<file path="config.mk">
export PLATFORM = sky130hd
export DESIGN_NAME = activation_gate_vector
export DESIGN_NICKNAME = d
export VERILOG_FILES = /design/src/hw/ntm_gate_pkg.sv /design/src/hw/activation_gate_vector.sv /design/src/hw/dot_product_engine.sv /design/src/hw/gate_combiner.sv
export SDC_FILE = /design/constraint.sdc
export NUM_CORES = 2
export LEC_CHECK = 0
export ABC_CLOCK_PERIOD_IN_PS = 6280
export BUFFER_PORTS_ARGS = -buffer_cell sky130_fd_sc_hd__buf_2
export CAP_MARGIN = 0
export CORE_ASPECT_RATIO = 1.1
export CORE_UTILIZATION = 35
export DETAILED_ROUTE_END_ITERATION = 10
export GPL_TIMING_DRIVEN = 0
export HOLD_SLACK_MARGIN = 0.1
export PLACE_DENSITY = 0.51
export SYNTH_ARGS = -nofsm -noshare
export SYNTH_HDL_FRONTEND = slang
export SYNTH_SLANG_ARGS = --single-unit
</file>
<file path="constraint.sdc">
create_clock -name CLK -period 6.28 [get_ports CLK]
set_input_delay 0.314 -clock CLK [delete_from_list [all_inputs] [get_ports CLK]]
set_output_delay 0.314 -clock CLK [all_outputs]
set_load 0.02 [all_outputs]
</file>
<file path="src/hw/ntm_gate_pkg.sv">
// Shared widths and constants for the gate vector datapath
// All data words are signed Q8.8, sums are carried as Q16.16
// Accumulator headroom covers up to 255 full-scale products per row
// Vector sizes are 1 to 255, a size of zero is not supported

package ntm_gate_pkg;

  ////////////////////////////////////////////////////////////////////////////
  // Widths
  ////////////////////////////////////////////////////////////////////////////

  localparam int DATA_W = 16;  // Q8.8 word
  localparam int FRAC_W = 8;   // Fraction bits
  localparam int ACC_W  = 40;  // Q16.16 sum plus growth bits
  localparam int SIZE_W = 8;   // Vector length field

  ////////////////////////////////////////////////////////////////////////////
  // Q8.8 constants
  ////////////////////////////////////////////////////////////////////////////

  localparam int ONE_Q = 1 << FRAC_W;  // 1.0

  // Piecewise tanh breakpoints
  // Slope 1 up to the low knee, slope 1/2 up to the high knee, flat above
  localparam int TANH_KNEE_LO = ONE_Q / 2;      // 0.5
  localparam int TANH_KNEE_HI = 3 * ONE_Q / 2;  // 1.5

  // Narrowing limits for the floored row total
  localparam logic signed [DATA_W-1:0] SAT_MAX = {1'b0, {(DATA_W - 1) {1'b1}}};
  localparam logic signed [DATA_W-1:0] SAT_MIN = {1'b1, {(DATA_W - 1) {1'b0}}};

endpackage

</file>
<file path="src/hw/activation_gate_vector.sv">
// Gate vector a(l) = tanh(W(l)x + U(l)h + b(l)) over rows 0 to L-1
// Host streams each row with its vector elements, the vector is resent per row
// Streams may interleave, but none may run more than one row ahead
// No back-pressure, all strobes are single cycle pulses

`timescale 1ns/1ns

module activation_gate_vector (
  // Global
  input  logic                                   CLK,
  input  logic                                   RST,

  // Control
  input  logic                                   START,
  output logic                                   READY,
  input  logic        [ntm_gate_pkg::SIZE_W-1:0] SIZE_X_IN,
  input  logic        [ntm_gate_pkg::SIZE_W-1:0] SIZE_L_IN,

  // Input projection pairs
  input  logic                                   W_X_ENABLE,
  input  logic signed [ntm_gate_pkg::DATA_W-1:0] W_IN,
  input  logic signed [ntm_gate_pkg::DATA_W-1:0] X_IN,

  // Recurrent projection pairs
  input  logic                                   U_H_ENABLE,
  input  logic signed [ntm_gate_pkg::DATA_W-1:0] U_IN,
  input  logic signed [ntm_gate_pkg::DATA_W-1:0] H_IN,

  // Row bias
  input  logic                                   B_IN_ENABLE,
  input  logic signed [ntm_gate_pkg::DATA_W-1:0] B_IN,

  // Gate output
  output logic                                   A_OUT_ENABLE,
  output logic signed [ntm_gate_pkg::DATA_W-1:0] A_OUT
);

  // Engine row results
  logic                                   in_valid;
  logic signed [ntm_gate_pkg::ACC_W-1:0]  in_sum;
  logic                                   rec_valid;
  logic signed [ntm_gate_pkg::ACC_W-1:0]  rec_sum;

  // W(l) . x, row length X
  dot_product_engine input_projection (
    .CLK        (CLK),
    .RST        (RST),
    .START      (START),
    .size_in    (SIZE_X_IN),
    .elem_enable(W_X_ENABLE),
    .a_in       (W_IN),
    .b_in       (X_IN),
    .row_valid  (in_valid),
    .row_sum    (in_sum)
  );

  // U(l) . h, row length L
  dot_product_engine recurrent_projection (
    .CLK        (CLK),
    .RST        (RST),
    .START      (START),
    .size_in    (SIZE_L_IN),
    .elem_enable(U_H_ENABLE),
    .a_in       (U_IN),
    .b_in       (H_IN),
    .row_valid  (rec_valid),
    .row_sum    (rec_sum)
  );

  // Bias add and tanh
  gate_combiner combiner (
    .CLK        (CLK),
    .RST        (RST),
    .START      (START),
    .size_l_in  (SIZE_L_IN),
    .in_valid   (in_valid),
    .in_sum     (in_sum),
    .rec_valid  (rec_valid),
    .rec_sum    (rec_sum),
    .bias_enable(B_IN_ENABLE),
    .bias_in    (B_IN),
    .a_enable   (A_OUT_ENABLE),
    .a_out      (A_OUT),
    .ready      (READY)
  );

endmodule

</file>
<file path="src/hw/dot_product_engine.sv">
// Streamed multiply-accumulate over one matrix row
// One element pair per strobe, no acknowledge, no back-pressure
// Row length is latched at START and must be nonzero
// row_valid pulses one cycle after the last element of a row

`timescale 1ns/1ns

module dot_product_engine (
  input  logic                                   CLK,
  input  logic                                   RST,
  input  logic                                   START,
  input  logic        [ntm_gate_pkg::SIZE_W-1:0] size_in,
  input  logic                                   elem_enable,
  input  logic signed [ntm_gate_pkg::DATA_W-1:0] a_in,
  input  logic signed [ntm_gate_pkg::DATA_W-1:0] b_in,
  output logic                                   row_valid,
  output logic signed [ ntm_gate_pkg::ACC_W-1:0] row_sum
);

  ////////////////////////////////////////////////////////////////////////////
  // Signals
  ////////////////////////////////////////////////////////////////////////////

  logic        [ntm_gate_pkg::SIZE_W-1:0]   size_q;       // Row length
  logic        [ntm_gate_pkg::SIZE_W-1:0]   elem_cnt;     // Elements taken this row
  logic                                     started;      // Seen a START since reset
  logic                                     last_elem;

  logic signed [2*ntm_gate_pkg::DATA_W-1:0] product;      // Q16.16
  logic signed [ ntm_gate_pkg::ACC_W-1:0]   product_ext;
  logic signed [ ntm_gate_pkg::ACC_W-1:0]   acc;
  logic signed [ ntm_gate_pkg::ACC_W-1:0]   acc_next;

  ////////////////////////////////////////////////////////////////////////////
  // Datapath
  ////////////////////////////////////////////////////////////////////////////

  assign product = a_in * b_in;  // Full width, no rounding here

  // Sign extend into the accumulator width
  assign product_ext = {
    {(ntm_gate_pkg::ACC_W - 2 * ntm_gate_pkg::DATA_W) {product[2*ntm_gate_pkg::DATA_W-1]}},
    product
  };

  assign acc_next  = acc + product_ext;
  assign last_elem = elem_enable && (elem_cnt == size_q - 1'b1);

  // Accumulator and row total
  always_ff @(posedge CLK) begin
    if (START) begin
      acc <= '0;  // Fresh vector
    end else if (last_elem) begin
      row_sum <= acc_next;  // Includes the last product
      acc     <= '0;        // Next row may follow at once
    end else if (elem_enable) begin
      acc <= acc_next;
    end
  end

  ////////////////////////////////////////////////////////////////////////////
  // Control
  ////////////////////////////////////////////////////////////////////////////

  always_ff @(posedge CLK or posedge RST) begin
    if (RST) begin
      size_q    <= '0;
      elem_cnt  <= '0;
      started   <= 1'b0;
      row_valid <= 1'b0;
    end else begin
      row_valid <= last_elem;  // One cycle pulse

      if (START) begin
        size_q   <= size_in;
        elem_cnt <= '0;
        started  <= 1'b1;
      end else if (last_elem) begin
        elem_cnt <= '0;  // Wrap for the next row
      end else if (elem_enable) begin
        elem_cnt <= elem_cnt + 1'b1;
      end
    end
  end

  ////////////////////////////////////////////////////////////////////////////
  // Checks
  ////////////////////////////////////////////////////////////////////////////

  // Host must open a vector before streaming into it
  assert property (@(posedge CLK) disable iff (RST) elem_enable |-> started)
  else $error("element strobe before first START");

  // A zero length would never close a row
  assert property (@(posedge CLK) disable iff (RST)
    started && !START |-> size_q != '0)
  else $error("row length latched as zero");

endmodule

</file>
<file path="src/hw/gate_combiner.sv">
// Pairs the two projection row sums with the row bias and applies tanh
// Holds one pending item per source, a second one before pairing is an error
// Total is floored to Q8.8 and saturated before the piecewise tanh
// a_enable follows the last of the three row inputs by exactly 2 cycles
// ready pulses once, the cycle after the output of the last row

`timescale 1ns/1ns

module gate_combiner (
  input  logic                                   CLK,
  input  logic                                   RST,
  input  logic                                   START,
  input  logic        [ntm_gate_pkg::SIZE_W-1:0] size_l_in,
  input  logic                                   in_valid,
  input  logic signed [ ntm_gate_pkg::ACC_W-1:0] in_sum,
  input  logic                                   rec_valid,
  input  logic signed [ ntm_gate_pkg::ACC_W-1:0] rec_sum,
  input  logic                                   bias_enable,
  input  logic signed [ntm_gate_pkg::DATA_W-1:0] bias_in,
  output logic                                   a_enable,
  output logic signed [ntm_gate_pkg::DATA_W-1:0] a_out,
  output logic                                   ready
);

  ////////////////////////////////////////////////////////////////////////////
  // Signals
  ////////////////////////////////////////////////////////////////////////////

  // Pending items, one per source
  logic                                   in_full, rec_full, bias_full;
  logic signed [ ntm_gate_pkg::ACC_W-1:0] in_q, rec_q;
  logic signed [ntm_gate_pkg::DATA_W-1:0] bias_q;

  // Row pairing
  logic                                   in_have, rec_have, bias_have;
  logic                                   row_fire;  // All three parts present
  logic signed [ ntm_gate_pkg::ACC_W-1:0] in_eff, rec_eff;
  logic signed [ntm_gate_pkg::DATA_W-1:0] bias_eff;

  // Stage 1, sum and narrowing
  logic signed [ ntm_gate_pkg::ACC_W-1:0] bias_ext;
  logic signed [ ntm_gate_pkg::ACC_W-1:0] total;    // Q16.16
  logic signed [ ntm_gate_pkg::ACC_W-1:0] floored;  // Integer Q8.8 steps
  logic signed [ntm_gate_pkg::DATA_W-1:0] narrow;
  logic signed [ntm_gate_pkg::DATA_W-1:0] sum_q;
  logic                                   sum_valid;

  // Stage 2, tanh on the magnitude
  logic        [  ntm_gate_pkg::DATA_W:0] sum_ext;   // One extra bit for -32768
  logic        [  ntm_gate_pkg::DATA_W:0] mag;
  logic        [  ntm_gate_pkg::DATA_W:0] tanh_mag;
  logic signed [ntm_gate_pkg::DATA_W-1:0] a_next;

  // Row counting
  logic        [ntm_gate_pkg::SIZE_W-1:0] size_l_q;
  logic        [ntm_gate_pkg::SIZE_W-1:0] row_cnt;

  ////////////////////////////////////////////////////////////////////////////
  // Stage 1
  ////////////////////////////////////////////////////////////////////////////

  assign in_have   = in_full | in_valid;
  assign rec_have  = rec_full | rec_valid;
  assign bias_have = bias_full | bias_enable;
  assign row_fire  = in_have & rec_have & bias_have;

  // Pending copy if held, else the item arriving now
  assign in_eff   = in_full ? in_q : in_sum;
  assign rec_eff  = rec_full ? rec_q : rec_sum;
  assign bias_eff = bias_full ? bias_q : bias_in;

  always_comb begin
    bias_ext = {{(ntm_gate_pkg::ACC_W - ntm_gate_pkg::DATA_W) {bias_eff[ntm_gate_pkg::DATA_W-1]}},
                bias_eff};
    total    = in_eff + rec_eff + (bias_ext <<< ntm_gate_pkg::FRAC_W);  // Bias to Q16.16
    floored  = total >>> ntm_gate_pkg::FRAC_W;  // Floor toward minus infinity

    // Clamp into the Q8.8 range
    if (floored > ntm_gate_pkg::SAT_MAX) begin
      narrow = ntm_gate_pkg::SAT_MAX;
    end else if (floored < ntm_gate_pkg::SAT_MIN) begin
      narrow = ntm_gate_pkg::SAT_MIN;
    end else begin
      narrow = floored[ntm_gate_pkg::DATA_W-1:0];
    end
  end

  ////////////////////////////////////////////////////////////////////////////
  // Stage 2
  ////////////////////////////////////////////////////////////////////////////

  always_comb begin
    sum_ext = {sum_q[ntm_gate_pkg::DATA_W-1], sum_q};
    mag     = sum_q[ntm_gate_pkg::DATA_W-1] ? -sum_ext : sum_ext;

    if (mag <= (ntm_gate_pkg::DATA_W + 1)'(ntm_gate_pkg::TANH_KNEE_LO)) begin
      tanh_mag = mag;  // Linear region
    end else if (mag <= (ntm_gate_pkg::DATA_W + 1)'(ntm_gate_pkg::TANH_KNEE_HI)) begin
      // Half slope between the knees
      tanh_mag = (ntm_gate_pkg::DATA_W + 1)'(ntm_gate_pkg::TANH_KNEE_LO)
               + ((mag - (ntm_gate_pkg::DATA_W + 1)'(ntm_gate_pkg::TANH_KNEE_LO)) >> 1);
    end else begin
      tanh_mag = (ntm_gate_pkg::DATA_W + 1)'(ntm_gate_pkg::ONE_Q);  // Flat at 1.0
    end

    // Odd symmetry
    a_next = sum_q[ntm_gate_pkg::DATA_W-1] ? -tanh_mag[ntm_gate_pkg::DATA_W-1:0]
                                           : tanh_mag[ntm_gate_pkg::DATA_W-1:0];
  end

  ////////////////////////////////////////////////////////////////////////////
  // Registers
  ////////////////////////////////////////////////////////////////////////////

  // Payload
  always_ff @(posedge CLK) begin
    if (in_valid) in_q <= in_sum;
    if (rec_valid) rec_q <= rec_sum;
    if (bias_enable) bias_q <= bias_in;
    if (row_fire) sum_q <= narrow;
    if (sum_valid) a_out <= a_next;
  end

  // Flags, pipeline strobes and row counter
  always_ff @(posedge CLK or posedge RST) begin
    if (RST) begin
      in_full   <= 1'b0;
      rec_full  <= 1'b0;
      bias_full <= 1'b0;
      sum_valid <= 1'b0;
      a_enable  <= 1'b0;
      ready     <= 1'b0;
      size_l_q  <= '0;
      row_cnt   <= '0;
    end else begin
      sum_valid <= row_fire;
      a_enable  <= sum_valid;
      ready     <= 1'b0;

      if (START) begin
        in_full   <= 1'b0;
        rec_full  <= 1'b0;
        bias_full <= 1'b0;
        size_l_q  <= size_l_in;
        row_cnt   <= '0;
      end else begin
        if (row_fire) begin  // Row consumed
          in_full   <= 1'b0;
          rec_full  <= 1'b0;
          bias_full <= 1'b0;
        end else begin
          if (in_valid) in_full <= 1'b1;
          if (rec_valid) rec_full <= 1'b1;
          if (bias_enable) bias_full <= 1'b1;
        end

        // Count emitted rows
        if (a_enable) begin
          if (row_cnt == size_l_q - 1'b1) begin
            ready   <= 1'b1;
            row_cnt <= '0;
          end else begin
            row_cnt <= row_cnt + 1'b1;
          end
        end
      end
    end
  end

  ////////////////////////////////////////////////////////////////////////////
  // Checks
  ////////////////////////////////////////////////////////////////////////////

  // A stream ran more than one row ahead of the others
  assert property (@(posedge CLK) disable iff (RST)
    !((in_valid && in_full) || (rec_valid && rec_full) || (bias_enable && bias_full)))
  else $error("second row arrived while one is still pending");

  // Gate output bounded by tanh range
  assert property (@(posedge CLK) disable iff (RST)
    a_enable |-> (a_out >= -ntm_gate_pkg::ONE_Q) && (a_out <= ntm_gate_pkg::ONE_Q))
  else $error("gate output outside -1.0 to 1.0");

endmodule

</file>
==> impl_metrics.tcl <==
set metrics [dict create \
    vias 27893 \
    finalHoldViolCount 0 \
    status "complete, but fails checks" \
    vias_per_cell 4.807 \
    fp.dieH_um 361.3 \
    hold_class "input pin to flip-flop" \
    worst_pin_slew_ns 1.059 \
    synth.top_cell.area_share 0.3367 \
    syn_avg_cell_area_um2 10.23 \
    synth_area_mm2 0.04109 \
    synth_edf_count 208 \
    worst-setup-path-type "input pin to flip-flop" \
    wire_per_inst_um 17.21 \
    drv_slew 0 \
    gp_congestion 0.9000 \
    cts_buffer_depth 3 \
    drc 6 \
    ant_nets 0 \
    htree_num_levels 2 \
    grt_overflow 0 \
    routed_wl_um 99820 \
    cts_buffers 34 \
    finalCritPeriodShare 0.9800 \
    rsz0062_at_grt "true" \
    num_rows 131 \
    antenna_found_initial 7 \
    cts.sinks 336 \
    synth_top_cell_by_area "fa_1" \
    syn_inst 4018 \
    clk_pin_slew_ns 0.07 \
    yosysUniqueCellTypes 86 \
    fmax_mhz 162.5 \
    layout.nets 5322 \
    ys_warn_count 0 \
    drive_gt1_frac 0.1227 \
    hold_depth 1 \
    start_util 0.3535 \
    grt_max_degree 41 \
    grt_pass1_wl_um 161900 \
    fin_worst_skew_ns 0.02103 \
    path_max_fanout 8 \
    die-area_mm2 0.1188 \
    drt_iter0_drc 1364 \
    finalSetupViolCount 0 \
    first_global_vias 29917 \
    fin_crit_ns 6.155 \
    synth_ff_type "edfxtp_1" \
    worstPathRequired_ns 6.57 \
    reg2reg_depth 18 \
    async_flop_share 0.1429 \
    cts_tree "built" \
    maxCapViolations 0 \
    syn-num-nets 5096 \
    die_w_um 328.7 \
    ioPinCount 120 \
    syn_to_final_growth_pct 13.99 \
    grt_util_all_layers 0.1734 \
    clk_latency_ns 0.54 \
    port-buffer-count 117 \
    core_area_mm2 0.1162 \
    failed_checks "DRC" \
    hpwl_um 83480 \
    critPathArrivalTime_ns 6.44 \
    yosysSeqAreaShare 0.2202 \
    synth_area_leaders "fa_1, edfxtp_1, ha_1" \
    worstSetupStartpointType "input pin" \
    slew_headroom 0.2938 \
    crit_path_end_kind "flip-flop" \
    first_pass_iters 8 \
    finalCoreUtilization 0.4030 \
    ctsRootBufferMaster "clkbuf_16" \
    ys_ff_latch 336 \
]
-- area by class of cell --
type,instances,area [um^2]
multi-input cells,2730,28980
inverters,823,3109
clock inverters,14,145.1
clock buffers,48,1008
repair inverters,2,10.01
well taps,1529,1913
flip-flops and latches,336,9052
plain buffers,119,1020
fillers,11493,69380
diodes,3,7.507
repair buffers,198,1588
-- final timing paths --
check                                                       from                           end  slack [ns]
worst max-delay path                                    X_IN[15]  input_projection.row_sum[35]        0.13
worst min-delay path                                 B_IN_ENABLE           combiner.bias_q[14]        0.29
worst max register to register                combiner.bias_full             combiner.sum_q[7]        0.16
worst min register to register  recurrent_projection.row_sum[18]            combiner.rec_q[18]        0.45
max in group asynchronous                                    RST    input_projection.row_valid        5.38
min in group asynchronous                                    RST          combiner.size_l_q[6]        0.37
-- through the flow --
stage	instance area [um^2]	setup WS (ns)	instances	setup TNS [ns]	hold WS, ns
floorplan	41140	0.001295	4018	0	0.4129
global placement	43640	-1.471	5664	-62.51	0.4270
detailed placement	43770	-1.458	5670	-64.26	0.3859
CTS	45820	0.001901	5768	0	0.2678
global route	46830	-0.05967	5802	-0.3060	0.2947
finish	46830	0.1254	5802	0	0.2926
-- worst max-delay path, cell delays in order --
cell,delay (ns)
buf_2,0.12
clkinvlp_4,0.20
buf_8,0.20
nor2_4,0.08
fa_1,0.44
fa_1,0.48
fa_1,0.62
fa_1,0.46
fa_1,0.52
inv_1,0.06
fa_1,0.47
inv_1,0.06
ha_4,0.23
a21o_1,0.16
a21o_1,0.17
a21o_1,0.19
o21bai_1,0.16
a22oi_2,0.17
buf_6,0.15
o211ai_1,0.14
buf_4,0.19
a2111oi_4,0.37
o31ai_2,0.13
xor2_1,0.18
buf_4,0.16
-- per-layer routing --
| layer | wire, um | global-route usage | share of wire | vias to the layer above |
|---|---|---|---|---|
| met5 | 0 | 0 | 0 | - |
| met4 | 1932 | 0.03155 | 0.019 | 0 |
| met3 | 4035 | 0.01886 | 0.040 | 113 |
| met2 | 50240 | 0.3019 | 0.50 | 466 |
| met1 | 43610 | 0.2328 | 0.44 | 14197 |
| li1 | - | - | - | 13117 |
-- Yosys cell counts, types with 76 or more instances --
cell type and n:
o21ai_0 77, mux2i_1 76, xnor2_1 111, clkbuf_1 110, and2_1 233, dfxtp_1 80, a21oi_1 106, fa_1 691
nand2_1 347, mux2_2 101, inv_1 823, ha_1 285, edfxtp_1 208, nor2_1 191
-- cells in the final DEF (no fill, tap or decap), types with 30 or more instances in the layout --
cell type      Yosys  layout
a21o_1            51      51
a21oi_1          106     100
and2_1           233     229
buf_2              7      81
buf_4              1      52
buf_8              0      30
clkbuf_1         110      45
clkbuf_16          0      43
clkbuf_4           0      30
dfrtp_1           48      45
dfxtp_1           80      80
dlygate4sd3_1      0      33
edfxtp_1         208     208
fa_1             691     682
ha_1             285     265
inv_1            823     811
mux2_2           101     101
mux2i_1           76      76
nand2_1          347     341
nand3_1           45      44
nor2_1           191     188
nor3_1            39      36
o21ai_0           77      69
xnor2_1          111     109
xor2_1            69      69
-- what timing repair did --
| item | CTS | global route |
|---|---|---|
| cloned | 0 | 6 |
| endpoints found under the hold margin | 54 | 0 |
| setup endpoints to repair | 65 | 52 |
| pin swaps | 17 | 58 |
| gates resized for setup | 160 | 270 |
| hold buffers | 33 | 0 |
| setup buffers | 11 | 27 |
-- logic make-up after synthesis --
family / share of synthesized area
simple gates: 0.1179
fa+ha+maj: 0.4235
buf+inv: 0.08731
compound gates: 0.06648
flops: 0.2202
xor+xnor: 0.03837
mux: 0.04620
-- sequential cells by signal (all words and copies together) (netlist names), 16 cells and up --
register,flops
input_projection.row_sum,40
combiner.in_q,40
recurrent_projection.row_sum,40
combiner.rec_q,40
input_projection.acc,40
recurrent_projection.acc,40
combiner.bias_q,16
combiner.sum_q,16
combiner.a_out,16
Power is left out: the tool's default activity adds up to more than one toggle a clock period on the data nets, which glitch-free logic cannot reach.
